--- src/common/cpu_pkg.sv ---
`default_nettype none

package cpu_pkg;

	// bus widths
	localparam int addr_width = 16;
	localparam int data_width = 8;

	// high byte of every zero page address
	localparam logic [7:0] zero_page = 8'h00;

	// addressing modes, shared by decoder and sequencer
	localparam logic [2:0] adr_impl = 3'd0;
	localparam logic [2:0] adr_imm = 3'd1;
	localparam logic [2:0] adr_zpg = 3'd2;
	localparam logic [2:0] adr_abs = 3'd3;
	localparam logic [2:0] adr_abs_jmp = 3'd4;
	localparam logic [2:0] adr_rel = 3'd5;

	// alu operations
	localparam logic [2:0] alu_pass = 3'd0;
	localparam logic [2:0] alu_add = 3'd1;
	localparam logic [2:0] alu_and = 3'd2;
	localparam logic [2:0] alu_or = 3'd3;
	localparam logic [2:0] alu_eor = 3'd4;
	localparam logic [2:0] alu_cmp = 3'd5;
	localparam logic [2:0] alu_inc = 3'd6;
	localparam logic [2:0] alu_dec = 3'd7;

	// register selects
	localparam logic [1:0] reg_none = 2'd0;
	localparam logic [1:0] reg_a = 2'd1;
	localparam logic [1:0] reg_x = 2'd2;
	localparam logic [1:0] reg_y = 2'd3;

	// status byte layout: N V 1 1 1 1 Z C
	localparam logic [2:0] flag_n = 3'd7;
	localparam logic [2:0] flag_v = 3'd6;
	localparam logic [2:0] flag_z = 3'd1;
	localparam logic [2:0] flag_c = 3'd0;

	// opcode as raw byte or as aaa/bbb/cc fields
	typedef struct packed {
		logic [2:0] aaa;
		logic [2:0] bbb;
		logic [1:0] cc;
	} opcode_fields_t;

	typedef union packed {
		logic [7:0] raw;
		opcode_fields_t f;
	} opcode_u;

endpackage

`default_nettype wire

--- src/control/cpu_decode.sv ---
`timescale 1ns/10ps
`default_nettype none

module cpu_decode
	import cpu_pkg::*;
(
	input wire opcode_u opcode,
	output logic [2:0] adr_mode,
	output logic [2:0] alu_op,
	output logic [1:0] src_sel,
	output logic [1:0] dst_sel,
	output logic mem_store,
	output logic upd_nz,
	output logic upd_c,
	output logic upd_v,
	output logic clr_c,
	output logic set_c,
	output logic [2:0] branch_flag,
	output logic branch_value
);

	logic [2:0] grp_mode;
	logic grp_valid;

	// mode from bbb, group 01 differs from groups 00 and 10
	always_comb
	begin
		grp_mode = adr_impl;
		grp_valid = 1'b1;
		case ({opcode.f.cc == 2'b01, opcode.f.bbb})
			{1'b1, 3'b001}: grp_mode = adr_zpg;
			{1'b1, 3'b010}: grp_mode = adr_imm;
			{1'b1, 3'b011}: grp_mode = adr_abs;
			{1'b0, 3'b000}: grp_mode = adr_imm;
			{1'b0, 3'b001}: grp_mode = adr_zpg;
			{1'b0, 3'b011}: grp_mode = adr_abs;
			default: grp_valid = 1'b0;
		endcase
	end

	always_comb
	begin
		// anything unknown falls through as a two cycle nop
		adr_mode = adr_impl;
		alu_op = alu_pass;
		src_sel = reg_none;
		dst_sel = reg_none;
		mem_store = 1'b0;
		upd_nz = 1'b0;
		upd_c = 1'b0;
		upd_v = 1'b0;
		clr_c = 1'b0;
		set_c = 1'b0;
		branch_flag = flag_c;
		branch_value = 1'b0;
		case (opcode.raw)
			8'h18: clr_c = 1'b1;
			8'h38: set_c = 1'b1;
			8'haa:
			begin
				src_sel = reg_a;
				dst_sel = reg_x;
				upd_nz = 1'b1;
			end
			8'h8a:
			begin
				src_sel = reg_x;
				dst_sel = reg_a;
				upd_nz = 1'b1;
			end
			8'he8, 8'hca:
			begin
				alu_op = opcode.raw[5] ? alu_inc : alu_dec;
				src_sel = reg_x;
				dst_sel = reg_x;
				upd_nz = 1'b1;
			end
			8'hc8, 8'h88:
			begin
				alu_op = opcode.raw[6] ? alu_inc : alu_dec;
				src_sel = reg_y;
				dst_sel = reg_y;
				upd_nz = 1'b1;
			end
			8'h4c: adr_mode = adr_abs_jmp;
			// bit 6 picks zero over carry, bit 5 is the wanted value
			8'h90, 8'hb0, 8'hd0, 8'hf0:
			begin
				adr_mode = adr_rel;
				branch_flag = opcode.raw[6] ? flag_z : flag_c;
				branch_value = opcode.raw[5];
			end
			default:
			if (grp_valid)
				case ({opcode.f.cc, opcode.f.aaa})
					{2'b01, 3'b000}, {2'b01, 3'b001}, {2'b01, 3'b010}, {2'b01, 3'b011}:
					begin
						adr_mode = grp_mode;
						src_sel = reg_a;
						dst_sel = reg_a;
						upd_nz = 1'b1;
						case (opcode.f.aaa)
							3'b000: alu_op = alu_or;
							3'b001: alu_op = alu_and;
							3'b010: alu_op = alu_eor;
							default:
							begin
								alu_op = alu_add;
								upd_c = 1'b1;
								upd_v = 1'b1;
							end
						endcase
					end
					{2'b01, 3'b110}:
					begin
						adr_mode = grp_mode;
						alu_op = alu_cmp;
						src_sel = reg_a;
						upd_nz = 1'b1;
						upd_c = 1'b1;
					end
					{2'b01, 3'b101}, {2'b10, 3'b101}, {2'b00, 3'b101}:
					begin
						adr_mode = grp_mode;
						dst_sel = opcode.f.cc[0] ? reg_a : (opcode.f.cc[1] ? reg_x : reg_y);
						upd_nz = 1'b1;
					end
					// stores have no immediate form
					{2'b01, 3'b100}, {2'b10, 3'b100}, {2'b00, 3'b100}:
					if (grp_mode != adr_imm)
					begin
						adr_mode = grp_mode;
						src_sel = opcode.f.cc[0] ? reg_a : (opcode.f.cc[1] ? reg_x : reg_y);
						mem_store = 1'b1;
					end
					default: ;
				endcase
		endcase
	end

endmodule

`default_nettype wire

--- src/control/cpu_sequencer.sv ---
`timescale 1ns/10ps
`default_nettype none

module cpu_sequencer
	import cpu_pkg::*;
#(
	parameter logic [addr_width-1:0] reset_vector = 16'h8000
)
(
	input wire clk,
	input wire n_reset,
	input wire [data_width-1:0] data_in,
	input wire [2:0] adr_mode,
	input wire mem_store,
	input wire [2:0] branch_flag,
	input wire branch_value,
	input wire [data_width-1:0] flags,
	input wire [data_width-1:0] store_value,
	output opcode_u ir,
	output logic [addr_width-1:0] adr,
	output logic rw,
	output logic [data_width-1:0] data_out,
	output logic sync,
	output logic [addr_width-1:0] pc,
	output logic latch_operand,
	output logic writeback
);

	logic [2:0] state;
	logic [7:0] oper_low;
	logic pending;
	logic [addr_width-1:0] pc_next;
	logic taken;
	logic store_start;
	logic [8:0] rel_sum;
	logic [7:0] rel_high;

	assign pc_next = pc + 16'd1;
	assign sync = (state == 3'd0);
	assign writeback = sync && pending;
	assign taken = (flags[branch_flag] == branch_value);

	// store goes out on the last cycle of zpg and abs
	assign store_start = mem_store && (((adr_mode == adr_zpg) && (state == 3'd1))
		|| ((adr_mode == adr_abs) && (state == 3'd2)));

	// operands are taken in the execute cycle
	always_comb
	begin
		case (adr_mode)
			adr_impl, adr_imm: latch_operand = (state == 3'd1);
			adr_zpg: latch_operand = (state == 3'd2) && !mem_store;
			adr_abs: latch_operand = (state == 3'd3) && !mem_store;
			default: latch_operand = 1'b0;
		endcase
	end

	// branch target, pc already points past the offset
	always_comb
	begin
		rel_sum = {1'b0, pc[7:0]} + {1'b0, oper_low};
		rel_high = pc[15:8];
		if (oper_low[7] && !rel_sum[8])
			rel_high = pc[15:8] - 8'd1;
		else if (!oper_low[7] && rel_sum[8])
			rel_high = pc[15:8] + 8'd1;
	end

	always_ff @(posedge clk)
	begin
		if (!n_reset)
		begin
			state <= 3'd0;
			pc <= reset_vector;
			adr <= reset_vector;
			rw <= 1'b1;
			ir.raw <= 8'h00;
			oper_low <= 8'h00;
			pending <= 1'b0;
		end
		else
		begin
			pending <= latch_operand;
			if (store_start)
				rw <= 1'b0;
			if (state == 3'd0)
			begin
				ir.raw <= data_in;
				pc <= pc_next;
				adr <= pc_next;
				state <= 3'd1;
			end
			else
			begin
				case (adr_mode)
					adr_imm:
					begin
						pc <= pc_next;
						adr <= pc_next;
						state <= 3'd0;
					end
					adr_zpg:
					if (state == 3'd1)
					begin
						pc <= pc_next;
						adr <= {zero_page, data_in};
						state <= 3'd2;
					end
					else
					begin
						adr <= pc;
						rw <= 1'b1;
						state <= 3'd0;
					end
					adr_abs, adr_abs_jmp:
					if (state == 3'd1)
					begin
						oper_low <= data_in;
						pc <= pc_next;
						adr <= pc_next;
						state <= 3'd2;
					end
					else if (adr_mode == adr_abs_jmp)
					begin
						pc <= {data_in, oper_low};
						adr <= {data_in, oper_low};
						state <= 3'd0;
					end
					else if (state == 3'd2)
					begin
						pc <= pc_next;
						adr <= {data_in, oper_low};
						state <= 3'd3;
					end
					else
					begin
						adr <= pc;
						rw <= 1'b1;
						state <= 3'd0;
					end
					adr_rel:
					if (state == 3'd1)
					begin
						oper_low <= data_in;
						pc <= pc_next;
						adr <= pc_next;
						state <= taken ? 3'd2 : 3'd0;
					end
					else
					begin
						pc <= {rel_high, rel_sum[7:0]};
						adr <= {rel_high, rel_sum[7:0]};
						state <= 3'd0;
					end
					default:
					begin
						adr <= pc;
						state <= 3'd0;
					end
				endcase
			end
		end
	end

	always_ff @(posedge clk)
	begin
		if (store_start)
			data_out <= store_value;
	end

endmodule

`default_nettype wire

--- src/datapath/cpu_alu.sv ---
`timescale 1ns/10ps
`default_nettype none

module cpu_alu
	import cpu_pkg::*;
(
	input wire [2:0] op,
	input wire carry_in,
	input wire [data_width-1:0] a,
	input wire [data_width-1:0] b,
	output logic [data_width-1:0] result,
	output logic n,
	output logic v,
	output logic z,
	output logic c
);

	logic [data_width:0] sum;
	logic [data_width:0] diff;

	assign sum = {1'b0, a} + {1'b0, b} + {{data_width{1'b0}}, carry_in};

	// borrow out of bit 8 means a < b
	assign diff = {1'b0, a} - {1'b0, b};

	always_comb
	begin
		result = b;
		c = carry_in;
		v = 1'b0;
		case (op)
			alu_add:
			begin
				result = sum[data_width-1:0];
				c = sum[data_width];
				// signed overflow, same input signs but result sign differs
				v = (a[data_width-1] == b[data_width-1])
					&& (result[data_width-1] != a[data_width-1]);
			end
			alu_and: result = a & b;
			alu_or: result = a | b;
			alu_eor: result = a ^ b;
			alu_cmp:
			begin
				result = diff[data_width-1:0];
				c = !diff[data_width];
			end
			alu_inc: result = b + 1'b1;
			alu_dec: result = b - 1'b1;
			default: result = b;
		endcase
	end

	assign n = result[data_width-1];
	assign z = (result == '0);

endmodule

`default_nettype wire

--- src/datapath/cpu_regs.sv ---
`timescale 1ns/10ps
`default_nettype none

module cpu_regs
	import cpu_pkg::*;
(
	input wire clk,
	input wire n_reset,
	input wire [data_width-1:0] data_in,
	input wire latch_operand,
	input wire writeback,
	input wire [2:0] alu_op,
	input wire [1:0] src_sel,
	input wire [1:0] dst_sel,
	input wire upd_nz,
	input wire upd_c,
	input wire upd_v,
	input wire clr_c,
	input wire set_c,
	input wire [data_width-1:0] alu_result,
	input wire alu_n,
	input wire alu_v,
	input wire alu_z,
	input wire alu_c,
	output logic [data_width-1:0] operand_a,
	output logic [data_width-1:0] operand_b,
	output logic [data_width-1:0] store_value,
	output logic [data_width-1:0] flags,
	output logic [data_width-1:0] a,
	output logic [data_width-1:0] x,
	output logic [data_width-1:0] y
);

	logic neg;
	logic ovf;
	logic zero;
	logic carry;
	logic unary;

	always_comb
	begin
		case (src_sel)
			reg_a: store_value = a;
			reg_x: store_value = x;
			reg_y: store_value = y;
			default: store_value = '0;
		endcase
	end

	// single operand ops work on a register, loads on the data bus
	assign unary = (alu_op == alu_pass) || (alu_op == alu_inc) || (alu_op == alu_dec);

	always_comb
	begin
		flags = 8'h3c;
		flags[flag_n] = neg;
		flags[flag_v] = ovf;
		flags[flag_z] = zero;
		flags[flag_c] = carry;
	end

	always_ff @(posedge clk)
	begin
		if (latch_operand)
		begin
			operand_a <= store_value;
			operand_b <= (unary && (src_sel != reg_none)) ? store_value : data_in;
		end
	end

	always_ff @(posedge clk)
	begin
		if (!n_reset)
		begin
			a <= '0;
			x <= '0;
			y <= '0;
			neg <= 1'b0;
			ovf <= 1'b0;
			zero <= 1'b0;
			carry <= 1'b0;
		end
		else if (writeback)
		begin
			case (dst_sel)
				reg_a: a <= alu_result;
				reg_x: x <= alu_result;
				reg_y: y <= alu_result;
				default: ;
			endcase
			if (upd_nz)
			begin
				neg <= alu_n;
				zero <= alu_z;
			end
			if (upd_v)
				ovf <= alu_v;
			// explicit clear and set win over the alu carry
			if (clr_c)
				carry <= 1'b0;
			else if (set_c)
				carry <= 1'b1;
			else if (upd_c)
				carry <= alu_c;
		end
	end

endmodule

`default_nettype wire

--- src/source/cpu.sv ---
`timescale 1ns/10ps
`default_nettype none

module cpu
	import cpu_pkg::*;
#(
	parameter logic [addr_width-1:0] reset_vector = 16'h8000
)
(
	input wire clk,
	input wire n_reset,
	input wire [data_width-1:0] data_in,
	output logic [addr_width-1:0] adr,
	output logic rw,
	output logic [data_width-1:0] data_out,
	output logic sync,
	output logic [addr_width-1:0] dbg_pc,
	output logic [data_width-1:0] dbg_a,
	output logic [data_width-1:0] dbg_x,
	output logic [data_width-1:0] dbg_y,
	output logic [data_width-1:0] dbg_p
);

	opcode_u ir;

	// decoder outputs
	wire [2:0] adr_mode;
	wire [2:0] alu_op;
	wire [1:0] src_sel;
	wire [1:0] dst_sel;
	wire mem_store;
	wire upd_nz;
	wire upd_c;
	wire upd_v;
	wire clr_c;
	wire set_c;
	wire [2:0] branch_flag;
	wire branch_value;

	// sequencer to register file
	wire latch_operand;
	wire writeback;

	// datapath
	wire [data_width-1:0] operand_a;
	wire [data_width-1:0] operand_b;
	wire [data_width-1:0] store_value;
	wire [data_width-1:0] alu_result;
	wire alu_n;
	wire alu_v;
	wire alu_z;
	wire alu_c;

	cpu_sequencer #(
		.reset_vector(reset_vector)
	) sequencer_inst (
		.clk(clk), .n_reset(n_reset), .data_in(data_in),
		.adr_mode(adr_mode), .mem_store(mem_store),
		.branch_flag(branch_flag), .branch_value(branch_value),
		.flags(dbg_p), .store_value(store_value), .ir(ir),
		.adr(adr), .rw(rw), .data_out(data_out), .sync(sync), .pc(dbg_pc),
		.latch_operand(latch_operand), .writeback(writeback)
	);

	cpu_decode decode_inst (
		.opcode(ir), .adr_mode(adr_mode), .alu_op(alu_op),
		.src_sel(src_sel), .dst_sel(dst_sel), .mem_store(mem_store),
		.upd_nz(upd_nz), .upd_c(upd_c), .upd_v(upd_v), .clr_c(clr_c), .set_c(set_c),
		.branch_flag(branch_flag), .branch_value(branch_value)
	);

	cpu_regs regs_inst (
		.clk(clk), .n_reset(n_reset), .data_in(data_in),
		.latch_operand(latch_operand), .writeback(writeback),
		.alu_op(alu_op), .src_sel(src_sel), .dst_sel(dst_sel),
		.upd_nz(upd_nz), .upd_c(upd_c), .upd_v(upd_v), .clr_c(clr_c), .set_c(set_c),
		.alu_result(alu_result), .alu_n(alu_n), .alu_v(alu_v), .alu_z(alu_z),
		.alu_c(alu_c), .operand_a(operand_a), .operand_b(operand_b),
		.store_value(store_value), .flags(dbg_p), .a(dbg_a), .x(dbg_x), .y(dbg_y)
	);

	cpu_alu alu_inst (
		.op(alu_op), .carry_in(dbg_p[flag_c]), .a(operand_a), .b(operand_b),
		.result(alu_result), .n(alu_n), .v(alu_v), .z(alu_z), .c(alu_c)
	);

endmodule

`default_nettype wire

--- config.mk ---
export PLATFORM = sky130hd
export DESIGN_NAME = cpu
export DESIGN_NICKNAME = d
export VERILOG_FILES = /design/src/common/cpu_pkg.sv /design/src/control/cpu_decode.sv /design/src/control/cpu_sequencer.sv /design/src/datapath/cpu_alu.sv /design/src/datapath/cpu_regs.sv /design/src/source/cpu.sv
export SDC_FILE = /design/constraint.sdc
export NUM_CORES = 1
export LEC_CHECK = 0
export ABC_AREA = 1
export BUFFER_PORTS_ARGS = -buffer_cell sky130_fd_sc_hd__buf_2
export CAP_MARGIN = 10
export CORE_ASPECT_RATIO = 0.8
export CORE_MARGIN = 8
export CORE_UTILIZATION = 42
export DETAILED_ROUTE_END_ITERATION = 12
export HOLD_SLACK_MARGIN = 0.02
export PLACE_DENSITY = 0.71
export SYNTH_ARGS = -nofsm -noshare
export SYNTH_HDL_FRONTEND = slang
export SYNTH_HIERARCHICAL = 1
export SYNTH_SLANG_ARGS = --single-unit
--- constraint.sdc ---
create_clock -name clk -period 4.01 [get_ports clk]
set_input_delay 0.401 -clock clk [delete_from_list [all_inputs] [get_ports clk]]
set_output_delay 0.401 -clock clk [all_outputs]
set_load 0.01 [all_outputs]
==> Yosys cells after proc, flatten, opt, wreduce, memory -nomap -nowiden <==
Index checks and enable logic that the tools add are counted.
{ "totals": {"reg_bits": 105, "in_bits": 10, "output_inout_bits": 74, "word_cells": 232} }
{ "op_classes": {"n_addsub": 9, "n_lt_le_gt_ge": 1, "eq_ne": 59, "n_mux": 81, "bitwise": 5, "reduce_logical": 59} }
{ "ops": {"columns": ["op", "count"], "rows": [
  ["16-bit two-way mux", 11],
  ["16-bit case mux with 4 select lines", 2],
  ["8-bit equality test (second input constant)", 10],
  ["8-bit case mux with 7 select lines", 1],
  ["3-bit case mux with 3 select lines", 4],
  ["5-bit by 4-bit equality test with 1-bit output (second input constant)", 7],
  ["1-bit two-way mux", 32],
  ["8-bit two-way mux", 3],
  ["8-bit case mux with 3 select lines", 1],
  ["3-bit by 2-bit equality test with 1-bit output (second input constant)", 7],
  ["8-bit by 8-bit adder with 9-bit output", 2],
  ["3-bit equality test (second input constant)", 6],
  ["3-bit two-way mux", 6],
  ["3-bit OR reduction", 6],
  ["16-bit by 1-bit adder with 16-bit output (second input constant)", 1],
  ["8-bit by 1-bit adder with 8-bit output (second input constant)", 2],
  ["2-bit two-way mux", 8],
  ["2-bit case mux with 4 select lines", 2],
  ["2-bit OR reduction", 8],
  ["8-bit OR reduction", 2],
  ["8-bit by 1-bit subtractor with 8-bit output (second input constant)", 2],
  ["13-bit OR reduction", 1],
  ["3-bit by 1-bit equality test with 1-bit output (second input constant)", 4],
  ["4-bit equality test (second input constant)", 3],
  ["44 further kinds", 83]
]} }

==> Depth between registers and ports, before layout <==
Gate-level depths: netlist (run 1).
{ "depth": {"word_depth": 19, "ltp_mapped": 27, "mapped_depth_nobuf": 27} }

==> Hierarchy <==
The synthesis (run 1) kept the hierarchy.
{ "modules_own_cells": {"columns": ["module", "n_inst", "cells_per_inst", "area_each_um2", "seq_area_each_um2"], "rows": [
  ["cpu_sequencer", 1, 742, 4762.1, 1281.2],
  ["cpu_regs", 1, 252, 1979.4, 1041.0],
  ["cpu_alu", 1, 347, 1919.3, 0.0],
  ["cpu_decode", 1, 106, 511.7, 0.0]
]} }

==> Worst setup path before layout (run 1) <==
No wires, ideal clock.
{ "synth_timing": {"path_kind": "reg2reg", "from": "register sequencer_inst/ir[0] (netlist bit)", "to": "register regs_inst.zero", "setup_time_ns": 0.116, "t_arrival_ns": 2.689, "t_required_ns": 3.894, "path_slack_ns": 1.205, "path_stages_with_launch": 24, "path_buffers": 0, "synth_period_minus_slack_ns": 2.805, "cell_sequence": "dfxtp_1 -> inv_2 -> nor2_4 -> o21ai_2 -> o21ai_2 -> nand2_4 -> inv_4 -> nand2_1 -> nand2_1 -> nand3_2 -> inv_1 -> ha_1 -> inv_1 -> o21ai_0 -> a21oi_2 -> nand2_1 -> nand2_1 -> nand3_1 -> nand2_1 -> nand2_1 -> nand3_1 -> nor2_1 -> o21ai_0 -> nor2_1"} }
{ "synth_between": {"elab_chain_len": 9, "word_cells_on_any_way": 53, "classes_between": "34 x eq/ne; 8 x mux; 11 x reduce/logical"} }
{ "synth_lines": {"columns": ["element", "line", "source"], "rows": [
  ["from (decl)", "cpu_sequencer.sv:19", "output opcode_u ir,"],
  ["2-bit by 1-bit equality test with 1-bit output", "cpu_decode.sv:30", "case ({opcode.f.cc == 2'b01, opcode.f.bbb})"],
  ["4-bit equality test (tied with other cells)", "cpu_decode.sv:30", null],
  ["6-bit OR reduction (no line)", null, null],
  ["1-bit two-way mux", "cpu_decode.sv:30", null],
  ["3-bit two-way mux", "cpu_decode.sv:94", "if (grp_valid)"],
  ["3-bit case mux with 3 select lines *", "cpu_decode.sv:56", "case (opcode.raw)"],
  ["via alu_op[1]", "cpu.sv:28", "wire [2:0] alu_op;"],
  ["3-bit equality test (tied with other cells)", "cpu_alu.sv:31", "case (op)"],
  ["8-bit case mux with 7 select lines *", "cpu_alu.sv:31", null],
  ["8-bit logical NOT *", "cpu_alu.sv:55", "assign z = (result == '0);"],
  ["via alu_z", "cpu.sv:51", "wire alu_z;"],
  ["to (signal assigned)", "cpu_regs.sv:94", "zero <= alu_z;"],
  ["to (decl)", "cpu_regs.sv:36", "logic zero;"]
]} }
The timed path passes the listed nets; every way through them passes the cells marked *.
A chain may end at the register's enable or synchronous reset.

==> Final worst setup path (run 1) <==
{ "layout_timing": {"from": "register sequencer_inst/ir[7] (netlist bit)", "to": "register regs_inst.zero"} }
{ "layout_between": {"elab_chain_len": 8, "word_cells_on_any_way": 48, "classes_between": "30 x eq/ne; 8 x mux; 10 x reduce/logical"} }
{ "layout_lines": {"columns": ["element", "line", "source"], "rows": [
  ["3-bit by 2-bit equality test with 1-bit output (tied with other cells)", "cpu_decode.sv:102", "case (opcode.f.aaa)"],
  ["3-bit case mux with 3 select lines / 4-bit OR reduction (equally long branches)", "cpu_decode.sv:102, cpu_decode.sv:95", null],
  ["3-bit case mux with 2 select lines", "cpu_decode.sv:95", "case ({opcode.f.cc, opcode.f.aaa})"],
  ["3-bit two-way mux", "cpu_decode.sv:94", null],
  ["3-bit case mux with 3 select lines *", "cpu_decode.sv:56", null],
  ["via alu_op[2]", "cpu.sv:28", null],
  ["3-bit equality test (tied with other cells)", "cpu_alu.sv:31", null],
  ["8-bit case mux with 7 select lines *", "cpu_alu.sv:31", null],
  ["8-bit logical NOT *", "cpu_alu.sv:55", null],
  ["via alu_z", "cpu.sv:51", null]
]} }
Marked as above.

==> results of run 1 <==
## per-layer routing
metal  GRT usage [%]  part of all wire, %  wire [um]  vias up
li1                -                    -          -     4873
met1           34.54                   46      14990     4648
met2           32.32                   39      12660      632
met3           6.046                   12       3884       88
met4           6.956                  2.5        825        0
met5               0                    0          0        -
## registers in the layout (all words and copies together) (netlist names)
register	flops
sequencer_inst/adr	16
sequencer_inst/pc	16
regs_inst/a	8
regs_inst/operand_a	8
regs_inst/operand_b	8
regs_inst/x	8
regs_inst/y	8
sequencer_inst/data_out	8
sequencer_inst/ir	8
sequencer_inst/oper_low	8
sequencer_inst/state	2
regs_inst/carry	1
regs_inst/neg	1
regs_inst/ovf	1
regs_inst/zero	1
sequencer_inst/pending	1
sequencer_inst/rw	1
## Yosys cell counts, drive strengths merged
cell type / count
o221ai: 8
o211a: 1
o22ai: 10
o21ai: 124
o21a: 2
or2: 2
a21boi: 2
inv: 198
buf: 44
a31oi: 16
a21oi: 90
nand2: 365
nor2: 171
a22oi: 3
o221a: 1
nand3b: 2
o211ai: 27
edfxtp: 24
xor2: 11
nand4: 28
nor3: 15
o311ai: 1
ha: 39
clkinv: 1
a211oi: 4
dfxtp: 80
o31a: 1
a221oi: 2
clkbuf: 18
fa: 4
nand3: 143
xnor2: 4
o31ai: 2
o21bai: 2
conb: 2
## worst min-delay path, stage by stage
cell,delay [ns]
buf_2,0.10
nand2_1,0.05
nand2_1,0.05
## path summary, 6_finish.rpt
kind,depth (start not counted),slack (ns),to
setup / recovery,25,0.70,regs_inst/zero
hold / removal,3,0.35,regs_inst/operand_b[0]
setup reg to reg,25,0.70,regs_inst/zero
hold reg to reg,2,0.50,regs_inst/ovf
## power breakdown
group	internal (mW)	total [mW]	switching, mW
registers	1.14	1.24	0.0985
clock network	0.452	0.933	0.482
logic	0.302	0.999	0.696
## kinds of logic (layout without fill, tap and decap cells)
group	Yosys count	after routing	synth area share, %
other	2	6	0.08187
xor gates and xnor gates	15	15	1.432
and+or+nand+nor	726	726	35.82
AOI/OAI and AO/OA	296	296	18.85
buffers and inverters	261	310	12.30
adders and majority gates	43	43	6.193
DFF	104	104	25.32
## area by class of cell
class / count / area, sq um
fillers: 2235 / 11520
multi-input cells: 1086 / 5739
flip-flops and latches: 104 / 2322
inverters: 199 / 754.5
repair buffers: 95 / 515.5
well taps: 275 / 344.1
clock buffers: 9 / 225.2
clock inverters: 7 / 76.32
## through the flow
step | instances | total power, mW | worst slack [ns] | hold slack [ns]
global placement | 1759 | 2.220 | 0.8569 | 0.4872
CTS | 1775 | 3.152 | 0.8037 | 0.3461
detailed placement | 1759 | 2.220 | 0.8206 | 0.4967
global route | 1775 | 3.319 | 0.3311 | 0.3865
floorplan | 1451 | 1.948 | 1.205 | 0.4359
finish | 1775 | 3.167 | 0.6999 | 0.3479
==> qor.txt, run 1 <==
===============================================================================================
Largest delay contributor family on the critical path                              simple AND/OR/NAND/NOR gates
Die area                                                                            26850 sq um
Time the worst path needs with I/O delays and setup                                    3.310 ns
Buffers plus inverters on the worst setup path                                                5
Vias in the first global route                                                             9040
Sum Neg Setup Slack                                                                        0 ns
Final count of pins violating max slew                                                        0
Hold Fails Final Rpt                                                                          0
Type of the setup path with the least slack                                        register to register
Source of the worst hold timing path                                                 data_in[0]
Initial DRC count                                                                          1573
Count of pins on the block boundary                                                          84
Arrival time of the worst setup path                                                    3.57 ns
Total wire length                                                                      32.36 mm
Sequential cell area fraction in the yosys report                                        25.32%
FF+latch count, synth                                                                       104
Number of buffers inserted by port buffering                                                 79
Required time at the endpoint of the critical path                                      4.27 ns
Via total after detailed routing                                                          10241
Clock tree root buffer cell                                                           clkbuf_16
Clock input transition at the sequential cells of the worst setup and hold paths        0.08 ns
Critical path endpoint category                                                        register
Weighted congestion reported at the end of routability-driven placement                   1.002
Area share of the leading cell type in the synthesized netlist                           17.46%
Netlist Area Pre-Place                                                               9173 sq um
TritonCTS clock tree                                                                       done
Post-synthesis cell count                                                                  1447
Worst path max stage delay                                                              0.50 ns
Rows                                                                                         48
Final period utilization                                                                 82.55%
Most common cell after layout, fill and taps aside                                      nand2_1
Final Skew                                                                           0.01033 ns
Routed len/inst                                                                        18.23 um
Max stage delay cell, worst path                                                        dfxtp_1
Startpoint of the worst register-to-register path                                  sequencer_inst/ir[7]
Chip Height                                                                            148.2 um
Cell types with the largest area share after synthesis                             dfxtp_1 17%, nand2_1 14%, edfxtp_1 7.9%
Final setup violation count                                                                   0
Type of the tightest min-delay check                                               primary input to register
Commonest cells after routing, fill and taps aside                                 349 x nand2_1, 179 x inv_1, 156 x nor2_1, 134 x nand3_1, 95 x o21ai_0
TritonCTS sink count                                                                        104
Peak supply drop                                                                    0.0002151 V
Initial antenna violation count                                                               0
Routed Antenna Nets                                                                           0
Maximum number of pins on one net before global-route repair                                 39
H-tree level count                                                                            3
First-pass GRT wire length                                                             50.81 mm
Slew at the pin closest to its max-slew limit                                         0.8993 ns
Setup crit start                                                                   sequencer_inst/ir[7]
Post-Route Utilization                                                                   46.40%
Post-route design area                                                               9977 sq um
Residual overflow from global routing                                                         0
Max-slew headroom at the worst pin                                                       39.78%
Placed Instance Area                                                                 9676 sq um
Library cell with the largest summed area after synthesis                               dfxtp_1
Leakage                                                                                4.902 nW
CP startpoint kind                                                                     register
Skew-Pair Late Insertion Delay                                                          0.36 ns
Number of setup buffers added after CTS                                                       0
# diodes                                                                                      0
Sum of net half-perimeters after detailed placement                                    24.03 mm
Hold_buf cts                                                                                  0
Starting density of the core                                                             42.66%
Core region area                                                                    21500 sq um
Setup repair after global routing missed its margin                                          no
Yosys synthesis warning count                                                                 6
Result of the run                                                                  finished clean
Power density normalized to cell area                                              317.4 nW/um^2
Maximum number of buffers from clock root to sink                                             2
Cts bufs inserted                                                                             9
Detail-routed via count per cell                                                          5.770
Synthesized area per cell                                                           6.339 sq um
Number of nets in the layout                                                               1548
Worst Path Max Fanout                                                                        13
Synth-to-Final Area Change                                                               8.771%
Number of gates given a new drive strength after cts                                          0
Die width                                                                              181.2 um
Max_cap viols                                                                                 0
Drt first pass iters                                                                          7
Number of library cell types mapped by synthesis                                             58
Overall global routing resource usage                                                    23.37%
Maximum clock frequency                                                               302.1 MHz
Ratio of cells with drive above 1 in the final layout                                    12.73%
DRC violation count after routing                                                             0
Crit-path most repeated cell                                                            nand2_1
===============================================================================================
(Power assumes the default switching activity.)
==> run 2: changes to the inputs <==
--- a/config.mk
+++ b/config.mk
@@ -13,7 +13,7 @@
 export CORE_UTILIZATION = 42
 export DETAILED_ROUTE_END_ITERATION = 12
 export HOLD_SLACK_MARGIN = 0.02
-export PLACE_DENSITY = 0.71
+export PLACE_DENSITY = 0.73
 export SYNTH_ARGS = -nofsm -noshare
 export SYNTH_HDL_FRONTEND = slang
 export SYNTH_HIERARCHICAL = 1
==> constraint.sdc (replaced) <==
create_clock -name clk -period 3 [get_ports clk]
set_input_delay 0.3 -clock clk [delete_from_list [all_inputs] [get_ports clk]]
set_output_delay 0.3 -clock clk [all_outputs]
set_load 0.01 [all_outputs]
==> run 2 against run 1 <==
Net effect: worst hold slack got worse by 0.086 ns; the run now ends with setup timing left; sequential share of layout area down 1.1 points; utilization is 2.4 points higher; clock-buffer cell count up 2; sequential cell count unchanged; die area unchanged; total power rose by 38%; critical path depth fell by 8; largest power group unchanged.
==> qor.txt, run 2 (same netlist as run 1, synthesis figures left out) <==
===============================================================================================
Reg area                                                                             2327 sq um   +0.22%
Switching Power                                                                        1.724 mW   +35%
Via total after detailed routing                                                          10726   +4.7%
Result of the run                                                                  finished with violations
Required time at the endpoint of the critical path                                      3.26 ns   -1.01 ns
Clock tree root buffer cell                                                           clkbuf_16
CP startpoint kind                                                                     register
Type of the setup path with the least slack                                        register to register
Chip Height                                                                            148.2 um   unchanged
Maximum number of pins on one net before global-route repair                                 34   -13%
Clock input transition at the sequential cells of the worst setup and hold paths        0.09 ns   about the same
Inst Count DP                                                                              1811   +3.0%
Hold Fails Final Rpt                                                                          0   unchanged
Footprint of the multi-input gates                                                   5763 sq um   +0.41%
Drt first pass iters                                                                          9   +2
Die area                                                                            26850 sq um   unchanged
Final Skew                                                                           0.01184 ns   +0.001509 ns
Power density normalized to cell area                                              417.3 nW/um^2   +31%
Max stage delay cell, worst path                                                        dfxtp_2
Final setup violation count                                                                   1   +1
Slew at the pin closest to its max-slew limit                                         0.7595 ns   -0.1399 ns
TritonCTS sink count                                                                        104   unchanged
Final period utilization                                                                 100.1%   +18 points
Overall global routing resource usage                                                    24.18%   +0.81 points
Starting density of the core                                                             42.66%   unchanged
Crit-path most repeated cell                                                              inv_1
# diodes                                                                                      0   unchanged
Sum of net half-perimeters after detailed placement                                    25.39 mm   +5.7%
Leading registers by flop count                                                    sequencer_inst/adr x16, sequencer_inst/pc x16
Total wire length                                                                      33.67 mm   +4.1%
Post-Route Utilization                                                                   48.80%   +2.4 points
Die width                                                                              181.2 um   unchanged
TritonCTS clock tree                                                                       done
Worst path max stage delay                                                              0.36 ns   -0.14 ns
Maximum clock frequency                                                               333.0 MHz   +10%
Register share of total power                                                             37.1%   -1.9 points
Count of pins on the block boundary                                                          84   unchanged
Clock group share of total power                                                          28.7%   -0.8 points
Switching share of total power                                                           39.37%   -0.94 points
Largest delay contributor family on the critical path                              compound AO/OA/AOI/OAI gates
Failing checks                                                                     setup timing
Max_cap viols                                                                                 0   unchanged
Leakage                                                                                5.204 nW   +6.2%
Placed Instance Area                                                                10120 sq um   +4.6%
Cts bufs inserted                                                                             9   unchanged
Setup repair after global routing missed its margin                                         yes
DRC violation count after routing                                                             0   unchanged
Hold_buf cts                                                                                  0   unchanged
Commonest cells after routing, fill and taps aside                                 348 x nand2_1, 177 x inv_1, 151 x nor2_1, 133 x nand3_1, 93 x o21ai_0
Final count of pins violating max slew                                                        0   unchanged
Time the worst path needs with I/O delays and setup                                    3.003 ns   -0.3072 ns
Worst Path Max Fanout                                                                        11   -2
Peak supply drop                                                                    0.0002510 V   +17%
Maximum number of buffers from clock root to sink                                             2   unchanged
Routed Antenna Nets                                                                           0   unchanged
Comb power frac                                                                           34.2%   +2.7 points
Setup crit start                                                                   sequencer_inst/ir[5]
Arrival time of the worst setup path                                                    3.26 ns   -0.31 ns
Weighted congestion reported at the end of routability-driven placement                   1.026   +2.4%
Core region area                                                                    21500 sq um   unchanged
Register-to-Register Setup Slack                                                      -0.003 ns   -0.70 ns
Final worst slack                                                                  -0.002848 ns   -0.7028 ns
Internal power consumption                                                             2.655 mW   +40%
Skew-Pair Late Insertion Delay                                                          0.37 ns   about the same
Number of buffers inserted by port buffering                                                 79   unchanged
Number of fill cells in the layout                                                         2221   -0.63%
Type of the tightest min-delay check                                               primary input to register
Number of nets in the layout                                                               1605   +3.7%
Post-route insts no fill                                                                   1832   +3.2%
Rows                                                                                         48   unchanged
H-tree level count                                                                            3   unchanged
Dpl ws                                                                              -0.01866 ns   -0.8392 ns
Sequence of cells on the critical path                                             inv_2, nand2_1, inv_1, nand3_1, o21a_1, o21ai_1, buf_4, buf_4, inv_1, nand3_2, inv_1, a221oi_1, nand2_1, inv_1, nand4_1, o21ai_1, nor2_1
Critical path endpoint category                                                        register
Initial antenna violation count                                                               0   unchanged
Residual overflow from global routing                                                         0   unchanged
Post-route design area                                                              10490 sq um   +5.2%
Startpoint of the worst register-to-register path                                  sequencer_inst/ir[5]
Synth-to-Final Area Change                                                               14.39%
Ratio of cells with drive above 1 in the final layout                                    16.76%   +4.0 points
Initial DRC count                                                                          1351   -14%
Max-slew headroom at the worst pin                                                       49.18%   +9.4 points
Detail-routed via count per cell                                                          5.855   +1.5%
Most common cell after layout, fill and taps aside                                      nand2_1
Buffers plus inverters on the worst setup path                                                7   +2
Vias in the first global route                                                             9563   +5.8%
Routed len/inst                                                                        18.38 um   +0.81%
Source of the worst hold timing path                                                 data_in[0]
First-pass GRT wire length                                                             52.36 mm   +3.1%
===============================================================================================
run 2: cell types whose count changed in the layout (fill, tap and decap cells not counted), moves of 2 or more:
cell	before	now
inv_2	16	18
nor2_1	156	151
inv_8	4	2
inv_1	179	177
dfxtp_1	80	76
buf_12	0	4
nor2_2	6	11
o21ai_0	95	93
buf_4	16	69
dfxtp_2	0	4
run 2: area by class of cell:
cell class                      count  area share [%]
Multi-Input combinational cell   1086           54.92
Sequential cell                   104           22.18
Tap cell                          275           3.279
Clock buffer                       11           2.421
Timing Repair Buffer              152           9.468
Inverter                          199           7.191
Clock inverter                      5          0.5366
run 2: worst min-delay path, delay by kind of cell:
kind,cells,cell delay (ns)
buffers and inverters,1,0.11
and+or+nand+nor,2,0.11
run 2: path summary, 6_finish.rpt:
kind / end / cells past startpoint
setup reg to reg: regs_inst/neg / 17
setup / recovery: regs_inst/neg / 17
hold / removal: regs_inst/operand_b[0] / 3
hold reg to reg: regs_inst/ovf / 2
run 2: metrics by stage:
| step | hold slack (ns) | power, mW | setup TNS, ns |
|---|---|---|---|
| 2_1_floorplan | 0.4349 | 2.604 | 0 |
| 3_3_place_gp | 0.4818 | 3.066 | 0 |
| 3_5_place_dp | 0.4827 | 3.083 | -0.01866 |
| 4_1_cts | 0.2614 | 4.343 | 0 |
| 5_1_grt | 0.2863 | 4.589 | -0.9696 |
| 6_report | 0.2622 | 4.379 | -0.002848 |
run 2: per-layer routing:
layer | up-vias | GRT usage [%] | wire, um | share of wire [%]
met3 | 85 | 5.485 | 4587 | 14
met2 | 753 | 34.30 | 13490 | 40
met5 | - | 0 | 0 | 0
met1 | 4891 | 34.99 | 14670 | 44
met4 | 0 | 8.674 | 920 | 2.7
li1 | 4997 | - | - | -
run 2: power groups by stage:
stage | logic, mW | clock network [mW] | registers [mW]
3_5_place_dp | 1.43 | 0 | 1.65
4_1_cts | 1.44 | 1.28 | 1.62
3_3_place_gp | 1.42 | 0 | 1.65
6_report | 1.50 | 1.26 | 1.62
2_1_floorplan | 0.959 | 0 | 1.65
5_1_grt | 1.62 | 1.33 | 1.63
run 2: what timing repair did:
item,4_1_cts,5_1_grt
setup endpoints to repair,1,51
hold endpoints to repair,0,0
pin swaps,0,6
resized for setup,1,16
buffers inserted,0,5
